`src/verilog/panel_cfg.svh`:
```
// HUB75 panel configuration
// geometry, FM6126A start-up register words and row display timing
`ifndef PANEL_CFG_SVH
`define PANEL_CFG_SVH

// 64x32 panel driven with 1/16 scan
`define PANEL_WIDTH 64
`define PANEL_HEIGHT 32
// upper row r is shown together with lower row r+16
`define SCAN_ROWS 16

// FM6126A configuration words for registers 12 and 13
`define INIT_REG12 16'h7FFF
`define INIT_REG13 16'h0040
// the register number is given by how many final pixels see latch high
`define INIT_LATCH12 12
`define INIT_LATCH13 13

// clock cycles each scan row stays lit
`define DISPLAY_CYCLES 64

`endif

```
`src/verilog/panelPkg.sv`:
```
// HUB75 panel types
// vector widths shared between the stages and the state encodings of both FSMs
package panelPkg;

    // one pixel, red in bit 2, green in bit 1, blue in bit 0
    typedef logic [2:0] colorT;
    // column index inside a row
    typedef logic [5:0] colAddrT;
    // scan row index, also drives the panel row address lines
    typedef logic [3:0] scanRowT;
    // host write address, row in bits 10:6 and column in bits 5:0
    typedef logic [10:0] pixAddrT;

    // FM6126A register load sequence
    typedef enum logic [2:0] {
        initStart, reg12Data, reg12Clock, reg13Data, reg13Clock, initFinish, initIdle
    } initStateT;

    // row scan sequence
    typedef enum logic [2:0] {
        waitInit, readPixel, shiftData, shiftClock, blankRow, latchRow, showRow
    } scanStateT;

endpackage

```
`src/verilog/panelOutMux.sv`:
```
// panel pin selector
// registers the init stage onto the pins until the FM6126A load has finished,
// then the row scanner, keeping the panel dark before the handover
`timescale 1ns/1ps

module panelOutMux (
    input  logic              clk_in,
    input  logic              reset,
    input  logic              initBusy,
    input  panelPkg::colorT   initRgb1,
    input  panelPkg::colorT   initRgb2,
    input  logic              initLatch,
    input  logic              initClock,
    input  panelPkg::colorT   scanRgb1,
    input  panelPkg::colorT   scanRgb2,
    input  logic              scanLatch,
    input  logic              scanClock,
    input  logic              scanOeN,
    input  panelPkg::scanRowT scanRow,
    output panelPkg::colorT   rgb1,
    output panelPkg::colorT   rgb2,
    output logic              pixClock,
    output logic              latch,
    output logic              oeN,
    output panelPkg::scanRowT rowAddr
);

    // init has been seen running since reset
    logic sawBusy;
    // sticky, pins follow the scanner from here on
    logic scanActive;

    always_ff @(posedge clk_in) begin
        if (reset) begin
            sawBusy    <= 1'b0;
            scanActive <= 1'b0;
            rgb1       <= '0;
            rgb2       <= '0;
            pixClock   <= 1'b0;
            latch      <= 1'b0;
            oeN        <= 1'b1;
            rowAddr    <= '0;
        end else begin
            if (initBusy) begin
                sawBusy <= 1'b1;
            end
            // busy falling after having been high marks the end of the register load
            if (sawBusy && !initBusy) begin
                scanActive <= 1'b1;
            end
            if (scanActive) begin
                rgb1     <= scanRgb1;
                rgb2     <= scanRgb2;
                pixClock <= scanClock;
                latch    <= scanLatch;
                oeN      <= scanOeN;
                rowAddr  <= scanRow;
            end else begin
                // the load patterns must not light the LEDs
                rgb1     <= initRgb1;
                rgb2     <= initRgb2;
                pixClock <= initClock;
                latch    <= initLatch;
                oeN      <= 1'b1;
                rowAddr  <= '0;
            end
        end
    end

endmodule

```
`config.mk`:
```
export PLATFORM = sky130hd
export DESIGN_NAME = panelOutMux
export DESIGN_NICKNAME = d
export VERILOG_FILES = /design/src/verilog/panel_cfg.svh /design/src/verilog/panelPkg.sv /design/src/verilog/panelOutMux.sv
export SDC_FILE = /design/constraint.sdc
export NUM_CORES = 1
export LEC_CHECK = 0
export ABC_AREA = 0
export BUFFER_PORTS_ARGS = -buffer_cell sky130_fd_sc_hd__buf_4
export CAP_MARGIN = 20
export CORE_MARGIN = 2
export CORE_UTILIZATION = 30
export CTS_CLUSTER_DIAMETER = 40
export DETAILED_ROUTE_END_ITERATION = 12
export PLACE_DENSITY_LB_ADDON = 0.12
export SKIP_CTS_REPAIR_TIMING = 1
export SLEW_MARGIN = 25
export SYNTH_ARGS = -nofsm -noshare
export SYNTH_HDL_FRONTEND = slang
export SYNTH_SLANG_ARGS = --single-unit
```
`constraint.sdc`:
```
create_clock -name clk_in -period 1.1 [get_ports clk_in]
set_clock_uncertainty 0.15 [all_clocks]
set_input_delay 0.22 -clock clk_in [delete_from_list [all_inputs] [get_ports clk_in]]
set_output_delay 0.22 -clock clk_in [all_outputs]
set_load 0.03 [all_outputs]
```
Yosys cells after proc, flatten, opt, wreduce, memory -nomap -nowiden:

Cells that the tools add are included.

* flip-flop bits (word level): 15
* output and inout bits: 13
* input bits: 24

* reduce and logical (&&, ||, !) cells: 3
* bitwise gates (word level): 1
* multiplexer cells: 4

Operators by type and width (number)
* $mux 3: 2
* $mux 1: 2
* $reduce_or 2->1: 1
* $logic_and 1x1->1: 1
* $logic_not 1->1: 1
* $not 1->1: 1

Logic depth before layout (Yosys ltp):

Gate-level depths: netlist of the first run.

* depth in word-level cells: 2
* mapped depth: 3

Worst setup path before layout of the first run:

Ideal clock, no wire load.

* kind: register -> register
* start point: reg scanActive
* end point: reg rowAddr[0]
* arrival time: 0.685 ns
* library setup time: 0.115 ns
* setup slack: 0.150 ns
* cell stages (with the launch flop): 4
* cell sequence: dfxtp_1 -> buf_6 -> nor2b_4 -> and2_1

* longest elaborated chain between the ends: 2

RTL lines
* start, declared: line panelOutMux.sv:31 `logic scanActive;`
* start signal, assigned: line panelOutMux.sv:36 `scanActive <= 1'b0;`
* start signal, assigned: line panelOutMux.sv:49 `scanActive <= 1'b1;`
* $not 1->1 (no source line)
* $reduce_or 2->1 (no source line)
* end signal, assigned: line panelOutMux.sv:57 `rowAddr <= scanRow;`
* end, declared: line panelOutMux.sv:25 `output panelPkg::scanRowT rowAddr`

No other way between the ends.
A chain may end at the register's enable or synchronous reset.

Final worst setup path of the first run:

* start point: reg rgb1[2]
* end point: out rgb1[2]

RTL lines
* start, declared: line panelOutMux.sv:20 `output panelPkg::colorT rgb1,`
* start signal, assigned: line panelOutMux.sv:52 `rgb1 <= scanRgb1;`
* start signal, assigned: line panelOutMux.sv:60 `rgb1 <= initRgb1;`

No word-level cell between the ends.

==> impl_metrics.json, run 1 <==
{
  "dpl_cell_area_sq_um": 783,
  "drtIter0Drc": 5,
  "ant_nets": 0,
  "post-route-drc-count": 0,
  "cts_tree": "yes",
  "htreeDepth": 1,
  "rsz0062_at_grt": "yes",
  "nFillCells": 137,
  "startpoint_type": "flip-flop",
  "dp_slack_ns": 0.0811,
  "vias": 450,
  "synthTopCellsByArea": "dfxtp_1 61%, mux2i_1 16%, nor2_1 7.6%",
  "grt_max_degree": 12,
  "final_area_sq_um": 936,
  "routedWlPerCell_um": 10.5,
  "setup_violations": 1,
  "worstMarginPinSlew_ns": 0.152,
  "syn_area_sq_um": 494,
  "seq_area_sq_um": 317,
  "grt_pass1_vias": 393,
  "synth-seq-cells": 15,
  "placementRows": 14,
  "crit_chain": "buf_6",
  "vdd_drop_max_mv": 0.768,
  "critPathBufInv": 1,
  "first_pass_iters": 2,
  "syn_inst": 44,
  "grt_pass1_wl_um": 1440,
  "vias_per_cell": 4.25,
  "fmax_mhz": 905,
  "yosysTopAreaCell": "dfxtp_1",
  "fin_nets": 115,
  "die-area_sq_mm": 0.00199,
  "clk_latency_ns": 0.27,
  "die_y_um": 44.6,
  "die_width_um": 44.6,
  "path_clk_slew_ns": 0.08,
  "multi_input_area_sq_um": 174,
  "synth.avg_cell_area_sq_um": 11.2,
  "diodes": 0,
  "slew_viol_final": 0,
  "drive_gt1_frac": 0.622,
  "critPathMaxStageDelay_ns": 0.34,
  "finalSetupTns_ns": -0.00449,
  "gp_congestion": 0.724,
  "final_cell_mix": "25 x buf_4, 13 x dfxtp_2, 13 x buf_6, 10 x nor2_1, 8 x mux2i_1",
  "pwr_density_cell_mw_per_mm2": 1210,
  "period_needed_ns": 1.10,
  "syn_nets": 68,
  "track_usage": 0.102,
  "yosysSeqAreaShare": 0.608,
  "numClockSinks": 15,
  "antenna_found_initial": 0,
  "final_common_cell": "buf_4",
  "outcome": "complete, but fails checks",
  "drt-total-wl_um": 1120,
  "end_kind": "output port",
  "synth_cell_types": 10,
  "worst_slack_ns": -0.00449,
  "area_growth_pct": 89.4,
  "cp_top_family": "flip-flops",
  "overflow": 0,
  "ys_warn_count": 0,
  "drv_cap": 0,
  "cts-root-buf": "clkbuf_4",
  "leakage_uw": 0.000435,
  "netlist.area_leader.share": 0.608,
  "floorplan.core_area_sq_mm": 0.00152,
  "slew_headroom": 0.896,
  "hold_path.class": "input pin to flip-flop",
  "period_share": 1.00,
  "pin_count": 37,
  "start_util": 0.324,
  "cts_made_buffers": 3,
  "required_ns": 0.73,
  "violations": "negative setup slack",
  "port_buffers": 36,
  "finalHoldViolCount": 0,
  "critPathMaxFanout": 1,
  "slowest_stage": "dfxtp_2",
  "hpwl_um": 787,
  "clockBufferDepth": 2,
  "critPathArrivalTime_ns": 0.73,
  "setup.worst_path.class": "flip-flop to output port"
}
sequential cells by signal, summed over array words and instances, names as in the netlist:
| register | count |
|---|---|
| oeN | 1 |
| rowAddr | 4 |
| rgb1 | 3 |
| scanActive | 1 |
| sawBusy | 1 |
| rgb2 | 3 |
| latch | 1 |
| pixClock | 1 |
power by group:
part / switching [uW] / internal (uW) / total, uW
registers: 13.1 / 577 / 590
clock network: 165 / 135 / 300
logic: 103 / 143 / 246
synth_stat cells, drive strengths merged:
| cell type | count |
|---|---|
| buf | 2 |
| nor2 | 10 |
| nor2b | 1 |
| nand2b | 2 |
| mux2i | 8 |
| a21oi | 1 |
| and2 | 4 |
| inv | 1 |
| dfxtp | 15 |
layout make-up:
class                      instances  share of cell area
timing repair buffer              44               0.421
sequential                        15               0.338
multi-input combinational         26               0.186
clock buffer                       3              0.0241
tap                               16              0.0214
clock inverter                     1             0.00535
inverter                           1             0.00401
logic make-up after synthesis:
kind of cell,share of synthesized area
AO/OA/AOI/OAI,0.0101
buffers and inverters,0.0405
flip-flops,0.608
multiplexers,0.162
AND/OR/NAND/NOR,0.180
stage by stage:
step / hold slack (ns) / cells / power [uW] / utilization
after floorplan: 0.171 / 44 / 699 / -
after global routing: 0.0243 / 106 / 1200 / 0.614
final: 0.0196 / 106 / 1140 / 0.614
after global placement: 0.262 / 96 / 807 / 0.514
after detailed placement: 0.269 / 96 / 810 / 0.514
after CTS: -0.0244 / 100 / 1120 / 0.532
routing by layer:
layer | global-route usage | vias to the layer above | wire [um]
li1 | - | 232 | -
met1 | 0.103 | 195 | 399
met2 | 0.180 | 23 | 611
met3 | 0.0612 | 0 | 104
met4 | 0.0182 | 0 | 0
met5 | 0 | - | 0
worst paths after layout:
| path | to | cells after the start | from | slack [ns] |
|---|---|---|---|---|
| worst min-delay path | rgb2[0]$_SDFF_PP0_ | 3 | initRgb2[0] | 0.02 |
| worst max-delay path | rgb1[2] | 1 | rgb1[2]$_SDFF_PP0_ | -0.004 |
| worst max register to register | latch$_SDFF_PP0_ | 3 | scanActive$_SDFFE_PP0P_ | 0.07 |
| worst min register to register | scanActive$_SDFFE_PP0P_ | 2 | sawBusy$_SDFFE_PP0P_ | 0.32 |
(Power assumes the default switching activity.)
==> run 2: changes to the inputs <==
- ABC_AREA: 0 -> 1
==> impl_metrics.json, run 2 <==
{
  "clk_latency_ns": 0.28,
  "yosysMostFrequentCell": "nor2_1",
  "top_regs": "rowAddr: 4 flops, rgb1: 3 flops, rgb2: 3 flops",
  "timing.rr.start": "scanActive$_SDFFE_PP0P_",
  "reg2reg_slack_ns": 0.11,
  "syn_inst": 72,
  "worstMarginPinSlew_ns": 0.160,
  "drv_cap": 0,
  "critPathBufInv": 1,
  "cts_tree": "yes",
  "yosysSeqAreaShare": 0.544,
  "period_share": 1.00,
  "clockBufferDepth": 2,
  "finalNonFillerCells": 144,
  "pin_count": 37,
  "whs_ns": 0.0000820,
  "rsz0062_at_grt": "yes",
  "vias_per_cell": 3.79,
  "area_growth_pct": 81.4,
  "placementRows": 15,
  "netlist.area_leader.share": 0.544,
  "vdd_drop_max_mv": 0.581,
  "drtIter0Drc": 5,
  "worst_hold_startpoint": "scanRow[3]",
  "track_usage": 0.0898,
  "first_pass_iters": 4,
  "worst_slack_ns": -0.00350,
  "ys.flop_type": "dfxtp_1",
  "synthMuxAreaShare": 0,
  "critPathArrivalTime_ns": 0.73,
  "ys_warn_count": 0,
  "end_kind": "output port",
  "slew_viol_final": 0,
  "floorplan.core_area_sq_mm": 0.00173,
  "synth.avg_cell_area_sq_um": 7.66,
  "hold_end": "rowAddr[3]$_SDFF_PP0_",
  "outcome": "complete, but fails checks",
  "yosys-top-cells-count": "22 x nor2_1, 15 x dfxtp_1, 15 x nand2_1",
  "fin_nets": 144,
  "synthAdderAreaFrac": 0,
  "leakage_uw": 0.000543,
  "path_clk_slew_ns": 0.09,
  "gp_congestion": 0.598,
  "die_width_um": 46.9,
  "critPathMaxStageDelay_ns": 0.33,
  "cts_made_buffers": 3,
  "synth-simple-area-share": 0.320,
  "required_ns": 0.73,
  "htreeDepth": 1,
  "async_reset_ff_frac": 0,
  "synth-seq-cells": 15,
  "holdPathStages": 3,
  "fmax_mhz": 906,
  "post-route-drc-count": 0,
  "cp_top_family": "flip-flops",
  "period_needed_ns": 1.10,
  "place_inst": 134,
  "pwr_density_cell_mw_per_mm2": 1180,
  "hpwl_um": 831,
  "syn_nets": 96,
  "setup.worst_path.class": "flip-flop to output port",
  "drive_gt1_frac": 0.496,
  "synth_cell_types": 11,
  "start_util": 0.320,
  "syn_area_sq_um": 552,
  "cts-root-buf": "clkbuf_4",
  "finalHoldViolCount": 0,
  "grt_pass1_wl_um": 1360,
  "final_common_cell": "buf_4",
  "timing.rr.end": "rgb2[2]$_SDFF_PP0_",
  "finalCoreUtilization": 0.580,
  "drt-total-wl_um": 1200,
  "overflow": 0,
  "setup_violations": 2,
  "port_buffers": 36,
  "numClockSinks": 15,
  "r2r_cells": 4,
  "slowest_stage": "dfxtp_2",
  "startpoint_type": "flip-flop",
  "die_y_um": 46.9,
  "diodes": 0,
  "violations": "negative setup slack",
  "grt_max_degree": 11,
  "regMostFlops": "rowAddr",
  "slew_headroom": 0.893,
  "synth-xor-area-share": 0,
  "synth_top_family_by_area": "simple AND/OR/NAND/NOR gates",
  "ant_nets": 0,
  "power.total_uw": 1180,
  "crit_chain": "buf_6",
  "synth_compound_area_frac": 0,
  "critPathMaxFanout": 1,
  "die-area_sq_mm": 0.00220,
  "routedWlPerCell_um": 8.32,
  "synth_edf_count": 0,
  "yosysTopAreaCell": "dfxtp_1",
  "final_cell_mix": "26 x buf_4, 22 x nor2_1, 15 x nand2_1, 13 x dfxtp_2, 13 x buf_6",
  "grt_pass1_vias": 353,
  "antenna_found_initial": 0,
  "hold_path.class": "input pin to flip-flop",
  "synthTopCellsByArea": "dfxtp_1 54%, nor2_1 15%, nand2_1 10%",
  "vias": 546,
  "largest_reg_flops": 4
}
-- run 2: changes by cell type after synthesis, sizes merged --
cell / change
a21oi: -1
and2: -4
inv: +12
mux2i: -8
nand2: +18
nand2b: -2
nand3b: +1
nor2: +12
nor2b: -1
or2: +1
-- run 2: stage by stage --
stage	cell area (sq um)	setup slack (ns)	TNS, ns
global route	1000	-0.0418	-0.368
detailed placement	850	0.112	0
global placement	850	0.143	0
finish	1000	-0.00350	-0.00401
CTS	876	-0.0338	-0.322
floorplan	552	0.150	0
-- run 2: cell type report --
type	count	area (sq um)
Tap cell	25	31.3
Sequential cell	15	317
Multi-Input combinational cell	42	176
Inverter	13	48.8
Fill cell	173	726
Timing Repair Buffer	45	402
Clock buffer	4	26.3
-- run 2: worst max path at each step --
stage / start / to / slack (ns) / depth (start not counted)
after floorplan: scanActive$_SDFFE_PP0P_ / oeN$_SDFF_PP1_ / 0.15 / 3
after global placement: scanActive$_SDFFE_PP0P_ / rgb2[2]$_SDFF_PP0_ / 0.14 / 4
after detailed placement: scanActive$_SDFFE_PP0P_ / rgb2[2]$_SDFF_PP0_ / 0.11 / 4
after CTS: rowAddr[3]$_SDFF_PP0_ / rowAddr[3] / -0.03 / 1
after global routing: rgb1[0]$_SDFF_PP0_ / rgb1[0] / -0.04 / 1
final: oeN$_SDFF_PP1_ / oeN / -0.003 / 1
-- run 2: where the power goes --
part | internal (uW) | switching, uW | total, uW | leakage, uW
registers | 581 | 16.0 | 597 | 0.000127
logic | 150 | 125 | 275 | 0.000401
clock network | 141 | 170 | 311 | 0.0000150
-- run 2: cell families (layout without fill, tap and decap cells) --
group         count (synthesis)  in the layout
flops                        15             15
buf+inv                      15             62
simple gates                 42             42
-- run 2: per-layer routing --
metal | share of wire | routed length [um] | GRT usage
met4 | 0.0092 | 11 | 0.0667
met5 | 0 | 0 | 0
met2 | 0.47 | 562 | 0.134
met3 | 0.093 | 111 | 0.0308
met1 | 0.43 | 513 | 0.106
==> run 3: changes to the inputs <==
- clock period: 1.1 -> 1 ns (I/O delays scaled with it)
==> impl_metrics.json, run 3 (synthesis results as in run 2) <==
{
  "numClockSinks": 15,
  "track_usage": 0.104,
  "ant_nets": 0,
  "clk_latency_ns": 0.27,
  "vias_per_cell": 3.69,
  "cts-root-buf": "clkbuf_4",
  "finalHoldViolCount": 5,
  "grt_max_degree": 11,
  "routedWlPerCell_um": 7.91,
  "required_ns": 0.65,
  "floorplan.core_area_sq_mm": 0.00173,
  "vias": 554,
  "p_int_uw": 974,
  "die-area_sq_mm": 0.00220,
  "pin_count": 37,
  "drive_gt1_frac": 0.496,
  "diodes": 0,
  "cts_tree": "yes",
  "end_kind": "output port",
  "fin_nets": 150,
  "rsz0062_at_grt": "yes",
  "grt_pass1_wl_um": 1520,
  "top_regs": "rowAddr: 4 flops, rgb1: 3 flops, rgb2: 3 flops",
  "drv_cap": 0,
  "pwr_density_cell_mw_per_mm2": 1240,
  "drt-total-wl_um": 1190,
  "overflow": 0,
  "clockBufferDepth": 2,
  "outcome": "complete, but fails checks",
  "crit_chain": "buf_6",
  "vdd_drop_max_mv": 0.820,
  "placementRows": 15,
  "final_area_sq_mm": 0.00106,
  "hold_path.class": "input pin to flip-flop",
  "cp_top_family": "flip-flops",
  "leakage_uw": 0.000569,
  "final_cell_mix": "28 x buf_4, 22 x nor2_1, 15 x nand2_1, 14 x dfxtp_2, 13 x buf_6",
  "slowest_stage": "dfxtp_2",
  "area_growth_pct": 91.6,
  "setup_violations": 13,
  "htreeDepth": 1,
  "drtIter0Drc": 4,
  "die_y_um": 46.9,
  "post-route-drc-count": 0,
  "violations": "negative hold slack, negative setup slack",
  "fmax_mhz": 930,
  "power_switching_uw": 336,
  "pwr-share-clk": 0.253,
  "antenna_found_initial": 0,
  "worstMarginPinSlew_ns": 0.0995,
  "swShare": 0.256,
  "hpwl_um": 895,
  "period_share": 1.08,
  "reg2reg_slack_ns": 0.07,
  "p_seq_frac": 0.502,
  "critPathMaxFanout": 1,
  "cts_made_buffers": 3,
  "first_pass_iters": 4,
  "slew_headroom": 0.934,
  "port_buffers": 36,
  "regMostFlops": "rowAddr",
  "critPathBufInv": 1,
  "critPathArrivalTime_ns": 0.73,
  "dp_slack_ns": 0.0190,
  "path_clk_slew_ns": 0.08,
  "period_needed_ns": 1.08,
  "final_common_cell": "buf_4",
  "start_util": 0.320,
  "startpoint_type": "flip-flop",
  "worst_slack_ns": -0.0755,
  "p_comb_frac": 0.245,
  "dpl_cell_area_sq_um": 865,
  "grt_pass1_vias": 401,
  "die_width_um": 46.9,
  "gp_congestion": 0.600,
  "critPathMaxStageDelay_ns": 0.33,
  "largest_reg_flops": 4,
  "setup.worst_path.class": "flip-flop to output port",
  "whs_ns": -0.0450,
  "slew_viol_final": 0
}
## run 3: changes by cell type in the layout (fill, tap and decap cells not counted)
cell           delta
buf_4             +2
dfxtp_2           +1
dfxtp_1           -1
dlygate4sd3_1     +4
## run 3: worst paths after layout
kind	cells past startpoint	end	startpoint
worst max-delay path	1	rowAddr[3]	rowAddr[3]$_SDFF_PP0_
worst min-delay path	2	oeN$_SDFF_PP1_	scanOeN
worst max register to register	4	rgb2[1]$_SDFF_PP0_	scanActive$_SDFFE_PP0P_
worst min register to register	2	scanActive$_SDFFE_PP0P_	sawBusy$_SDFFE_PP0P_
## run 3: area by class of cell
class	instances	area (sq um)
Timing Repair Buffer	51	457
Sequential cell	15	318
Multi-Input combinational cell	42	176
Fill cell	164	669
Clock buffer	4	26.3
Tap cell	25	31.3
Inverter	13	48.8
## run 3: power by group through the flow
| stage | Clock [uW] | Combinational (uW) | Sequential [uW] |
|---|---|---|---|
| after floorplan | 0 | 85.1 | 719 |
| after global placement | 0 | 270 | 659 |
| after detailed placement | 0 | 273 | 660 |
| after CTS | 353 | 274 | 646 |
| after global routing | 385 | 347 | 661 |
| final | 331 | 321 | 657 |
## run 3: layer usage
layer / vias up / track usage / share of wire / routed length, um
li1: 309 / - / - / -
met1: 222 / 0.122 / 0.43 / 510
met2: 21 / 0.151 / 0.48 / 572
met3: 2 / 0.0385 / 0.078 / 93
met4: 0 / 0.0833 / 0.0093 / 11
met5: - / 0 / 0 / 0
## run 3: metrics by stage
stage | cells | setup TNS [ns] | utilization | power, uW
after CTS | 140 | -1.38 | 0.516 | 1270
final | 150 | -0.933 | 0.612 | 1310
after global routing | 150 | -1.42 | 0.612 | 1390
after floorplan | 72 | 0 | - | 805
after detailed placement | 136 | 0 | 0.501 | 933
after global placement | 136 | 0 | 0.501 | 929
