===== config.mk =====
export PLATFORM = sky130hd
export DESIGN_NAME = rowScanner
export DESIGN_NICKNAME = d
export VERILOG_FILES = /design/src/verilog/panelPkg.sv /design/src/verilog/rowScanner.sv
export VERILOG_INCLUDE_DIRS = /design/src /design/src/verilog
export SDC_FILE = /design/constraint.sdc
export NUM_CORES = 1
export LEC_CHECK = 0
export BUFFER_PORTS_ARGS = -buffer_cell sky130_fd_sc_hd__buf_2
export CORE_ASPECT_RATIO = 1.25
export CORE_MARGIN = 2
export CORE_UTILIZATION = 57
export CTS_CLUSTER_DIAMETER = 100
export DETAILED_ROUTE_END_ITERATION = 7
export PLACE_DENSITY = 0.83
export SYNTH_ARGS = -nofsm -noshare
export SYNTH_HDL_FRONTEND = slang
export SYNTH_SLANG_ARGS = --single-unit

===== constraint.sdc =====
create_clock -name clk_in -period 3.4 [get_ports clk_in]
set_input_delay 0.68 -clock clk_in [delete_from_list [all_inputs] [get_ports clk_in]]
set_output_delay 0.68 -clock clk_in [all_outputs]
set_load 0.03 [all_outputs]

===== src/verilog/panel_cfg.svh =====
// HUB75 panel configuration
// geometry, FM6126A start-up register words and row display timing
`ifndef PANEL_CFG_SVH
`define PANEL_CFG_SVH

// 64x32 panel driven with 1/16 scan
`define PANEL_WIDTH 64
`define PANEL_HEIGHT 32
// upper row r is shown together with lower row r+16
`define SCAN_ROWS 16

// FM6126A configuration words for registers 12 and 13
`define INIT_REG12 16'h7FFF
`define INIT_REG13 16'h0040
// the register number is given by how many final pixels see latch high
`define INIT_LATCH12 12
`define INIT_LATCH13 13

// clock cycles each scan row stays lit
`define DISPLAY_CYCLES 64

`endif


===== src/verilog/panelPkg.sv =====
// HUB75 panel types
// vector widths shared between the stages and the state encodings of both FSMs
package panelPkg;

    // one pixel, red in bit 2, green in bit 1, blue in bit 0
    typedef logic [2:0] colorT;
    // column index inside a row
    typedef logic [5:0] colAddrT;
    // scan row index, also drives the panel row address lines
    typedef logic [3:0] scanRowT;
    // host write address, row in bits 10:6 and column in bits 5:0
    typedef logic [10:0] pixAddrT;

    // FM6126A register load sequence
    typedef enum logic [2:0] {
        initStart, reg12Data, reg12Clock, reg13Data, reg13Clock, initFinish, initIdle
    } initStateT;

    // row scan sequence
    typedef enum logic [2:0] {
        waitInit, readPixel, shiftData, shiftClock, blankRow, latchRow, showRow
    } scanStateT;

endpackage


===== src/verilog/rowScanner.sv =====
// HUB75 row scanner
// shifts the 64 pixel pairs of each scan row, then blanks, latches,
// selects the row and holds it lit for DISPLAY_CYCLES clocks
`timescale 1ns/1ps
`include "panel_cfg.svh"

module rowScanner (
    input  logic              clk_in,
    input  logic              reset,
    input  logic              initDone,
    input  panelPkg::colorT   topPixel,
    input  panelPkg::colorT   bottomPixel,
    output panelPkg::scanRowT rdRow,
    output panelPkg::colAddrT rdCol,
    output panelPkg::colorT   scanRgb1,
    output panelPkg::colorT   scanRgb2,
    output logic              scanLatch,
    output logic              scanClock,
    output logic              scanOeN,
    output panelPkg::scanRowT scanRow
);

    panelPkg::scanStateT state;
    // column being shifted, counts up from 0
    panelPkg::colAddrT colCnt;
    // scan row being shifted and then shown
    panelPkg::scanRowT rowCnt;
    // cycles of the lit interval still remaining
    logic [7:0] showTimer;

    // frame buffer address follows the counters directly
    assign rdRow = rowCnt;
    assign rdCol = colCnt;

    always_ff @(posedge clk_in) begin
        if (reset) begin
            state     <= panelPkg::waitInit;
            colCnt    <= '0;
            rowCnt    <= '0;
            showTimer <= '0;
            scanLatch <= 1'b0;
            scanClock <= 1'b0;
            scanOeN   <= 1'b1;
            scanRow   <= '0;
        end else begin
            case (state)
                panelPkg::waitInit: begin
                    // the drivers ignore pixel data until their registers are loaded
                    scanOeN <= 1'b1;
                    if (initDone) begin
                        state <= panelPkg::readPixel;
                    end
                end
                panelPkg::readPixel: begin
                    // address is on the buffer now, pixel pair arrives next cycle
                    scanClock <= 1'b0;
                    scanOeN   <= 1'b1;
                    state     <= panelPkg::shiftData;
                end
                panelPkg::shiftData: begin
                    // set up the pair with the clock still low
                    scanRgb1 <= topPixel;
                    scanRgb2 <= bottomPixel;
                    state    <= panelPkg::shiftClock;
                end
                panelPkg::shiftClock: begin
                    scanClock <= 1'b1;
                    colCnt    <= colCnt + 1'b1;
                    if (colCnt == 6'(`PANEL_WIDTH - 1)) begin
                        state <= panelPkg::blankRow;
                    end else begin
                        state <= panelPkg::readPixel;
                    end
                end
                panelPkg::blankRow: begin
                    // one dark cycle before the latch so the old row is not smeared
                    scanClock <= 1'b0;
                    scanOeN   <= 1'b1;
                    state     <= panelPkg::latchRow;
                end
                panelPkg::latchRow: begin
                    // transfer the shifted row and move the row lines while still dark
                    scanLatch <= 1'b1;
                    scanRow   <= rowCnt;
                    showTimer <= 8'(`DISPLAY_CYCLES - 1);
                    state     <= panelPkg::showRow;
                end
                panelPkg::showRow: begin
                    scanLatch <= 1'b0;
                    scanOeN   <= 1'b0;
                    if (showTimer == '0) begin
                        // blanking comes back with the first read of the next row
                        if (rowCnt == 4'(`SCAN_ROWS - 1)) begin
                            rowCnt <= '0;
                        end else begin
                            rowCnt <= rowCnt + 1'b1;
                        end
                        state <= panelPkg::readPixel;
                    end else begin
                        showTimer <= showTimer - 1'b1;
                    end
                end
                default: begin
                    state <= panelPkg::waitInit;
                end
            endcase
        end
    end

    // a latch pulse always falls inside a blanked stretch that began before it
    latchWhileBlanked: assert property (
        @(posedge clk_in) disable iff (reset) scanLatch |-> scanOeN && $past(scanOeN)
    );

endmodule

; ---- Word-level counts from Yosys, hierarchy flattened
; Cells that the tools add are included.
[word_totals]
out_inout_bits = 23
input_bits = 9
ramBits = 0
word_cells = 46
latch_bits = 0
memories = 0
mem_bits_ro = 0
register_bits = 34
[op_classes]
mux = 10
n_mul = 0
order_cmp = 0
n_reduce_logical = 11
n_bitwise = 1
n_div = 0
n_addsub = 3
n_eq_ne = 11
n_shift = 0
[ops]
columns = operator, n
row1 = $pmux W3 S7, 1
row2 = $pmux W8 S2, 1
row3 = $eq A3 B3 Y1 const B, 3
row4 = $mux W3, 3
row5 = $logic_not A8 Y1, 1
row6 = $mux W8, 1
row7 = $reduce_and A2 Y1, 4
row8 = $sub A8 B1 Y8 const B, 1
row9 = $add A6 B1 Y6 const B, 1
row10 = $eq A3 B2 Y1 const B, 2
row11 = $eq A6 B6 Y1 const B, 1
row12 = $ne A2 B2 Y1 const B, 3
row13 = $pmux W1 S2, 3
row14 = $reduce_bool A2 Y1, 3
row15 = $add A4 B1 Y4 const B, 1
row16 = $eq A4 B4 Y1 const B, 1
row17 = $mux W4, 1
row18 = $eq A3 B1 Y1 const B, 1
row19 = $logic_not A3 Y1, 1
row20 = $reduce_or A3 Y1, 1
row21 = $reduce_or A2 Y1, 1
row22 = $not A1 Y1, 1

; ---- Longest topological paths before layout
; Gate-level depths: netlist of run 1.
[depth]
depth_word = 3
depth_mapped = 7
depth_no_buf = 6

; ---- Worst setup path after synthesis of run 1
; No wires, ideal clock.
[synth_timing]
kind = input to register
from = in reset
to = reg scanRgb1[0] (enable)
cell_stages = 2
setup_ps = 377
arrival_ps = 1376
path_slack_ps = 1647
required_ps = 3023
n_path_buf = 1
path_cell_list = clkbuf_1 nor3_1
[synth_via]
elab_chain_cells = 2
[synth_rtl]
columns = element, line_no
row1 = from (decl), rowScanner.sv:9  ; input logic reset,
row2 = $not A1 Y1 (no source line), --
row3 = $reduce_and A2 Y1 (no source line), --
row4 = to (signal assigned), rowScanner.sv:62  ; scanRgb1 <= topPixel;
row5 = to (decl), rowScanner.sv:15  ; output panelPkg::colorT scanRgb1,
; Every way passes these cells.
; A chain may end at the register's enable or synchronous reset.

; ---- Worst setup path in the final report of run 1
[layout_timing]
from = reg showTimer[0]
to = reg showTimer[2]
[layout_via]
elab_chain_cells = 3
word_cells_on_any_way = 6
classes_between = add/sub (1) / eq/ne (1) / mux (2) / reduce/logical (2)
[layout_rtl]
columns = element, line_no
row1 = from (decl), rowScanner.sv:29  ; logic [7:0] showTimer;
row2 = from (signal assigned), rowScanner.sv:85  ; showTimer <= 8'(`DISPLAY_CYCLES - 1);
row3 = from (signal assigned), rowScanner.sv:100  ; showTimer <= showTimer - 1'b1;
row4 = $sub A8 B1 Y8 or $logic_not A8 Y1 (tied branches), "rowScanner.sv:100, rowScanner.sv:91"
row5 = $mux W8 or $ne A2 B2 Y1 (tied branches), --
row6 = $pmux W8 S2 or $reduce_and A2 Y1 (tied branches), --
; Several ways; a longest one is shown, not always the timed one. The select of a mux whose other input is x is not followed.

==> impl_metrics.ini, run 1 <==
[grt]
grt_pass1_vias = 1054
grt_first_pass_wirelength_mm = 4.73
grt_max_degree = 30
antenna_found_initial = 0
grt_use_total_pct = 21.0
grt_overflow = 0

[sta]
setup_viol = 0
final.setup.tns_ns = 0
tightest_slew_ns = 0.898
slew_headroom_pct = 40.1
fmax_mhz = 466
finClkSkew_ns = 0.0124
hold_viol_final = 0
period_share_pct = 63.1
final_max_slew_viol_count = 0
rsz0062_at_grt = false
post-route-min-period_ns = 2.14

[synth]
synth_top_area_share_pct = 37.6
postSynthAreaPerCell_um2 = 10.1
netlist_top_cells_area = dfxtp_1 (38%), edfxtp_1 (12%), a21oi_1 (4.4%), xor2_1 (4.1%), nor2_1 (3.5%)
yosys_register_bits = 34
synthesis.nets = 160
mappedNetlistArea_mm2 = 0.00149
ys_types = 39
ys_seq_area_share_pct = 49.7
synth_top_area_cell = dfxtp_1
yosysWarnings = 0
postSynthCellCount = 147

[routing]
drt_first_pass_iters = 4
wl_per_cell_um = 13.7
wl_mm = 2.89
drt-vias-per-instance = 5.51
ant_nets = 0
drc = 0
first_iter_violations = 18
route.vias.total = 1163

[setup_path]
crit_path_end_kind = register
worstPathRequired_ns = 3.66
startpoint = showTimer[0]
critPathLaunchType = register
critPathMaxFanout = 12
rr_startpoint = showTimer[0]
critPathKind = reg -> reg
arrival_ns = 2.40

[clock_tree]
cts_setup_buffers = 0
htreeDepth = 2
clock_latency_ns = 0.34
cts_sinks = 34
cts.repair.resized = 0
cts_tree = done
holdBufCountCts = 0
cts_max_path_buffers = 2
root_buffer = clkbuf_4
clkTransAtPathRegs_ns = 0.10
cts_inserted_buffers = 5

[power_and_ir_drop]
p_sw_uw = 160
ir_drop_v = 0.000381
p_int_uw = 604
clkPwrFrac_pct = 40.1
power.density_mw_per_mm2 = 442
power_frac_seq_pct = 55.2
p_comb_share_pct = 4.7
power_leakage_nw = 0.694
switching_share_pct = 20.9

[floorplan]
core_mm2 = 0.00245
dieArea_mm2 = 0.00304
io_pins = 32
initial_core_util_pct = 60.8
rows = 20
die_h_um = 61.2
die_x_um = 49.8

[placed_design]
portBuffers = 31
dp_hpwl_mm = 2.13
gp_congestion = 0.810

[flow_run]
maxCapViolations = 0

[finish]
syn_to_final_growth_pct = 15.9
antenna_cells = 0
layout.nets = 190
final_layout_size_suffix_gt1_share_pct = 25.3
fin_util_pct = 70.5
fillers = 208

[worst_hold_path]
holdCritStartpoint = scanRow[1]
min_path_type = reg -> reg

[run_status]
outcome = finished clean
cell families after synthesis:
kind of cell	synth area share, %
AOI/OAI and AO/OA	13.6
buffers and inverters	3.94
DFF	49.7
and+or+nand+nor	22.1
muxes	2.68
xor gates and xnor gates	4.70
adders and majority gates	3.36
final cells by class:
cell class,instances,area [um^2],area share (%)
Timing Repair Buffer,31,155,8.97
Clock buffer,7,55.1,3.18
Clock inverter,1,30.0,1.74
Sequential cell,34,741,42.8
Multi-Input combinational cell,101,692,40.0
Tap cell,33,41.3,2.39
Inverter,4,15.0,0.868
through the flow:
step                cells  area (um^2)  total power [mW]  hold WS [ns]  setup WS [ns]
global route          211         1730             0.790         0.472           1.05
CTS                   211         1730             0.770         0.463           1.29
detailed placement    203         1640             0.467         0.449           1.30
global placement      203         1640             0.466         0.444           1.37
floorplan             147         1490             0.456         0.489           1.65
finish                211         1730             0.765         0.461           1.26
registers in the layout (all words and copies together), names as in the netlist:
| name | count |
|---|---|
| rdCol | 6 |
| rdRow | 4 |
| scanClock | 1 |
| scanLatch | 1 |
| scanOeN | 1 |
| scanRgb1 | 3 |
| scanRgb2 | 3 |
| scanRow | 4 |
| showTimer | 8 |
| state | 3 |
cell usage after synthesis:
cell       number
a311o_1         1
and3b_1         2
buf_4           1
dfxtp_1        28
nor4b_2         1
clkbuf_1        4
nor3b_2         1
nand2b_1        2
nand2_1        13
a2111oi_2       1
xor2_1          7
ha_1            4
nor3b_1         1
nand4_1         3
nand3_4         1
a311oi_1        4
a211oi_1        5
o21a_1          1
mux2i_1         4
nor3_1          6
a21oi_1        13
o21ai_0         2
edfxtp_1        6
nand3_1         2
a31oi_1         1
inv_1           4
nor4_4          1
nor2_1         14
a221oi_1        1
nand4b_1        1
o21bai_1        1
xnor2_1         1
and3_1          3
nand3b_1        1
or3b_1          1
or4_4           1
buf_6           1
nor3_2          1
buf_2           2
worst max-delay path, cell delays in order, from the launching register on:
cell and delay, ns:
dfxtp_1 0.40, inv_1 0.09, ha_1 0.21, nor3b_2 0.20
a21oi_1 0.73, a211oi_1 0.18, a311oi_1 0.25
cells in the final DEF, fill, tap and decap left out, types with 2 or more instances in the layout:
cell type  Yosys  layout
buf_2          2      31
dfxtp_1       28      28
nor2_1        14      14
nand2_1       13      13
a21oi_1       13      13
xor2_1         7       7
nor3_1         6       6
edfxtp_1       6       6
a211oi_1       5       5
clkbuf_4       0       5
inv_1          4       4
mux2i_1        4       4
a311oi_1       4       4
ha_1           4       4
and3_1         3       3
nand4_1        3       3
nand2b_1       2       2
nand3_1        2       2
and3b_1        2       2
o21ai_0        2       2
metal layers:
metal	wire (um)	global-route usage (%)
met5	0	0
met4	57	11.9
met3	157	5.10
met2	1490	37.9
met1	1180	22.9
power groups by stage:
| stage | clock [mW] | combinational, mW | sequential, mW |
|---|---|---|---|
| global placement | 0 | 0.0353 | 0.431 |
| floorplan | 0 | 0.0205 | 0.436 |
| global route | 0.327 | 0.0391 | 0.423 |
| CTS | 0.311 | 0.0364 | 0.422 |
| detailed placement | 0 | 0.0361 | 0.431 |
| finish | 0.307 | 0.0362 | 0.422 |
worst paths after layout:
kind / depth (start not counted) / slack (ns) / to
min reg2reg: 2 / 0.46 / scanRow[1]
max: 6 / 1.26 / showTimer[2]
max reg2reg: 6 / 1.26 / showTimer[2]
min: 2 / 0.46 / scanRow[1]
(Power assumes the default switching activity.)
==> run 2, diff against run 1 <==
--- a/config.mk
+++ b/config.mk
@@ -6,13 +6,14 @@
 export SDC_FILE = /design/constraint.sdc
 export NUM_CORES = 1
 export LEC_CHECK = 0
+export ABC_AREA = 1
 export BUFFER_PORTS_ARGS = -buffer_cell sky130_fd_sc_hd__buf_2
 export CORE_ASPECT_RATIO = 1.25
 export CORE_MARGIN = 2
-export CORE_UTILIZATION = 57
+export CORE_UTILIZATION = 48
 export CTS_CLUSTER_DIAMETER = 100
 export DETAILED_ROUTE_END_ITERATION = 7
-export PLACE_DENSITY = 0.83
+export PLACE_DENSITY = 0.74
 export SYNTH_ARGS = -nofsm -noshare
 export SYNTH_HDL_FRONTEND = slang
 export SYNTH_SLANG_ARGS = --single-unit
==> constraint.sdc (replaced) <==
create_clock -name clk_in -period 1.95 [get_ports clk_in]
set_input_delay 0.39 -clock clk_in [delete_from_list [all_inputs] [get_ports clk_in]]
set_output_delay 0.39 -clock clk_in [all_outputs]
set_load 0.03 [all_outputs]
==> impl_metrics.ini, run 2 <==
[run_status]
outcome = finished clean

[sta]
finClkSkew_ns = 0.00443
post-route-min-period_ns = 1.48
fmax_mhz = 674
final.setup.tns_ns = 0
setup_viol = 0
final_max_slew_viol_count = 0
slew_headroom_pct = 69.4
hold_slack_ns = 0.277
rsz0062_at_grt = false
hold_viol_final = 0
tightest_slew_ns = 0.458
period_share_pct = 76.1

[synth]
synth_common_cells = nand2_1 (35), dfxtp_1 (28), nor2_1 (25)
postSynthCellCount = 194
synthArstFlopShare_pct = 0
yosysWarnings = 0
ys_seq_area_share_pct = 47.7
ys_types = 29
synth_top_area_cell = dfxtp_1
mappedNetlistArea_mm2 = 0.00155
yosys_register_bits = 34
synthesis.nets = 207
synth_top_area_share_pct = 36.1
ys.flop_type = dfxtp_1
postSynthAreaPerCell_um2 = 8.01
netlist_top_cells_area = dfxtp_1 (36%), edfxtp_1 (12%), nand2_1 (8.5%), nor2_1 (6.0%), a21oi_1 (5.8%)
yosysMostFrequentCell = nand2_1
synth_edf_count = 6

[finish]
largest_register_ff_count = 8
antenna_cells = 0
regMostFlops = showTimer
final_cell_mix = nand2_1 (35), buf_2 (31), dfxtp_1 (28), nor2_1 (25)
syn_to_final_growth_pct = 18.0
final_common_cell = nand2_1
final_layout_size_suffix_gt1_share_pct = 24.2
final_area_mm2 = 0.00183
layout.nets = 243
fin_util_pct = 58.4

[setup_path]
critPathKind = reg -> reg
startpoint = showTimer[0]
critPathMaxFanout = 6
cp_num_cells = 9
crit_path_end_kind = register
arrival_ns = 1.67
critPathSlowestCell = dfxtp_1
slowest_delay_ns = 0.30
path_delay_family = simple AND/OR/NAND/NOR gates
r2r_setup_slack_ns = 0.47
r2r_end = rdRow[3]
rr_startpoint = showTimer[0]
path_buf_inv = 2
crit_chain = inv_1 -> ha_1 -> nand3_1 -> nor2_4 -> nand2_2 -> inv_2 -> nand2_1 -> o21ai_1 -> nor2_1
critPathLaunchType = register
worstPathRequired_ns = 2.13
worstRegToRegCells = 9
cp-endpoint = rdRow[3]

[routing]
ant_nets = 0
first_iter_violations = 21
drt-vias-per-instance = 4.94
drt_first_pass_iters = 4
drc = 0
wl_per_cell_um = 11.5
wl_mm = 3.07
route.vias.total = 1324

[clock_tree]
holdBufCountCts = 0
cts_sinks = 34
cts_inserted_buffers = 5
cts_max_path_buffers = 2
cts_setup_buffers = 0
root_buffer = clkbuf_8
cts.repair.resized = 0
cts_tree = done
clkTransAtPathRegs_ns = 0.07
clock_latency_ns = 0.28
htreeDepth = 2

[grt]
antenna_found_initial = 0
grt_overflow = 0
grt_max_degree = 18
grt_use_total_pct = 20.2
grt_pass1_vias = 1248
grt_first_pass_wirelength_mm = 5.30

[power_and_ir_drop]
p_comb_share_pct = 6.5
power_frac_seq_pct = 55.6
ir_drop_v = 0.000658
total_power_mw = 1.33
power_leakage_nw = 0.823
p_sw_uw = 332
p_int_uw = 1000
power.density_mw_per_mm2 = 727
clkPwrFrac_pct = 37.9
switching_share_pct = 24.9

[flow_run]
maxCapViolations = 0

[placed_design]
portBuffers = 31
postPlaceCellArea_mm2 = 0.00175
gp_congestion = 0.837
dp_hpwl_mm = 2.24

[floorplan]
die_h_um = 67.6
io_pins = 32
rows = 23
core_mm2 = 0.00314
die_x_um = 54.9
initial_core_util_pct = 49.5
dieArea_mm2 = 0.00371

[worst_hold_path]
min_path_type = in -> reg
[run 2: layout make-up]
class	count	area, um^2
fillers	298	1300
multi-input cells	134	714
inverters	24	91.3
well taps	37	46.3
repair buffers	31	155
clock inverters	3	16.3
flip-flops and latches	34	741
clock buffers	5	68.8
[run 2: cells by family after synthesis]
kind of cell	share of synthesized area (%)
buf+inv	6.36
simple gates	26.6
fa+ha+maj	3.22
flops	47.7
xor+xnor	1.69
compound gates	14.5
[run 2: per-stage QoR]
step / cells / worst slack, ns
2_1_floorplan: 194 / 0.591
3_3_place_gp: 260 / 0.502
3_5_place_dp: 260 / 0.464
4_1_cts: 268 / 0.452
5_1_grt: 268 / 0.331
6_report: 268 / 0.466
[run 2: how the worst min path moves through the flow]
stage / start / end / depth (start not counted)
finish: bottomPixel[2] / scanRgb2[2] / 1
global route: bottomPixel[1] / scanRgb2[1] / 1
CTS: topPixel[2] / scanRgb1[2] / 1
detailed placement: scanLatch / scanLatch / 2
global placement: scanLatch / scanLatch / 2
floorplan: showTimer[1] / showTimer[1] / 2
[run 2: metal layers]
layer	GRT usage [%]	wire (um)	part of all wire [%]	vias up
met5	0	0	0	-
met4	9.15	36	1.2	0
met1	23.5	1360	44	579
met2	33.0	1510	49	37
met3	6.64	162	5.3	4
li1	-	-	-	704
[run 2: power groups by stage]
stage | sequential (mW) | combinational, mW | clock (mW)
5_1_grt | 0.743 | 0.0976 | 0.546
2_1_floorplan | 0.773 | 0.0445 | 0
6_report | 0.741 | 0.0867 | 0.504
3_5_place_dp | 0.757 | 0.0875 | 0
4_1_cts | 0.741 | 0.0875 | 0.524
3_3_place_gp | 0.756 | 0.0867 | 0
==> run 3, diff against run 2 <==
--- a/config.mk
+++ b/config.mk
@@ -6,7 +6,7 @@
 export SDC_FILE = /design/constraint.sdc
 export NUM_CORES = 1
 export LEC_CHECK = 0
-export ABC_AREA = 1
+export ABC_AREA = 0
 export BUFFER_PORTS_ARGS = -buffer_cell sky130_fd_sc_hd__buf_2
 export CORE_ASPECT_RATIO = 1.25
 export CORE_MARGIN = 2
==> constraint.sdc (replaced) <==
create_clock -name clk_in -period 1.35 [get_ports clk_in]
set_input_delay 0.27 -clock clk_in [delete_from_list [all_inputs] [get_ports clk_in]]
set_output_delay 0.27 -clock clk_in [all_outputs]
set_load 0.03 [all_outputs]
==> impl_metrics.ini, run 3 (synthesis results as in run 1) <==
[power_and_ir_drop]
p_int_mw = 1.30
total_power_mw = 1.73
power_leakage_nw = 0.914
clkPwrFrac_pct = 30.9
p_comb_share_pct = 8.0
ir_drop_v = 0.000642
switching_share_pct = 24.7
power_frac_seq_pct = 61.1
power.density_mw_per_mm2 = 795
p_sw_uw = 426

[flow_run]
maxCapViolations = 0

[routing]
drt_first_pass_iters = 6
wl_per_cell_um = 15.3
first_iter_violations = 22
wl_mm = 3.86
drc = 0
drt-vias-per-instance = 5.56
route.vias.total = 1401
ant_nets = 0

[setup_path]
arrival_ns = 1.86
worstPathRequired_ns = 1.62
critPathMaxFanout = 3
crit_path_end_kind = register
critPathLaunchType = register
critPathKind = reg -> reg

[finish]
seq_area_um2 = 747
syn_to_final_growth_pct = 45.6
antenna_cells = 0
instances_no_fill = 252
multi_input_area_um2 = 808
final_layout_size_suffix_gt1_share_pct = 49.5
regMostFlops = showTimer
final_cell_mix = buf_2 (31), buf_4 (31), dfxtp_1 (23), nor2_1 (14), nand2_1 (13)
fin_util_pct = 73.7
fillers = 191
largest_register_ff_count = 8
final_area_mm2 = 0.00217
layout.nets = 228

[grt]
grt_overflow = 0
grt_max_degree = 18
grt_first_pass_wirelength_mm = 6.08
grt_use_total_pct = 24.1
antenna_found_initial = 0
grt_pass1_vias = 1369

[placed_design]
portBuffers = 31
postPlaceCellArea_mm2 = 0.00192
dp_hpwl_mm = 2.54
gp_congestion = 0.837
pre_cts_slack_ns = -0.217
dp_cells = 234

[sta]
tightest_slew_ns = 0.399
hold_viol_final = 0
final_max_slew_viol_count = 0
rsz0062_at_grt = true
post-route-min-period_ns = 1.58
finClkSkew_ns = 0.00327
setup_ws_ns = -0.234
period_share_pct = 117
fmax_mhz = 631
slew_headroom_pct = 73.2
setup_viol = 15

[floorplan]
die_x_um = 53.9
rows = 22
die_h_um = 66.3
dieArea_mm2 = 0.00357
io_pins = 32
core_mm2 = 0.00295
initial_core_util_pct = 50.6

[clock_tree]
cts_max_path_buffers = 2
cts_sinks = 34
htreeDepth = 2
holdBufCountCts = 0
root_buffer = clkbuf_4
clock_latency_ns = 0.34
cts_inserted_buffers = 5
clkTransAtPathRegs_ns = 0.10
cts_tree = done

[run_status]
violations = negative setup slack
outcome = complete, but fails checks

[worst_hold_path]
min_path_type = in -> reg
run 3: cell types whose count changed in the layout (fill, tap and decap cells not counted), sizes merged, moves of 5 or more:
cell / previous run / this run
a21oi: 18 / 13
xor2: 2 / 7
nor3: 1 / 7
nor2: 31 / 14
o21ai: 19 / 2
nand2: 40 / 13
inv: 22 / 4
nand3: 11 / 3
buf: 31 / 68
run 3: final timing paths:
| check | start | end | slack (ns) | cells past startpoint |
|---|---|---|---|---|
| setup / recovery | showTimer[0] | rdRow[2] | -0.23 | 8 |
| hold / removal | topPixel[0] | scanRgb1[0] | 0.09 | 1 |
| hold reg to reg | scanRow[2] | scanRow[2] | 0.46 | 2 |
| setup reg to reg | showTimer[0] | rdRow[2] | -0.23 | 8 |
run 3: timing repair:
action                     4_1_cts  5_1_grt
gates resized for setup          4       15
pin swaps                        8        9
setup buffers                    4        5
setup endpoints to repair       16       21
cloned                           1        0
hold endpoints to repair         0        0
run 3: critical path, cell delays in order, from the launching register on:
cell and delay [ns]:
dfxtp_2 0.35, inv_2 0.08, ha_4 0.13, nor3b_4 0.25
buf_6 0.15, buf_6 0.10, nand4_1 0.12, xor2_1 0.18
nor2_1 0.15
run 3: final cells by class:
class                           count  share of cell area [%]
Clock buffer                        6                    1.90
Multi-Input combinational cell    101                    37.2
Inverter                            4                   0.692
Timing Repair Buffer               69                    23.3
Tap cell                           36                    2.07
Sequential cell                    34                    34.4
Clock inverter                      2                   0.403
run 3: power groups by stage:
stage	Clock, mW	Combinational, mW	Sequential (mW)
3_3_place_gp	0	0.119	1.08
3_5_place_dp	0	0.123	1.08
2_1_floorplan	0	0.0534	1.10
6_report	0.534	0.138	1.05
5_1_grt	0.583	0.151	1.06
4_1_cts	0.536	0.124	1.05
run 3: stage by stage:
| step | hold WS (ns) | TNS, ns |
|---|---|---|
| final | 0.0948 | -2.40 |
| after global routing | 0.0794 | -3.71 |
| after CTS | 0.0915 | -1.98 |
| after detailed placement | 0.447 | -1.66 |
| after global placement | 0.442 | -1.06 |
| after floorplan | 0.369 | -0.660 |
run 3: metal layers:
metal,GRT usage (%),part of all wire [%],vias up
met5,0,0,-
met4,14.1,2.4,0
met3,6.11,4.4,8
met2,41.9,54,41
met1,25.1,39,686
li1,-,-,666
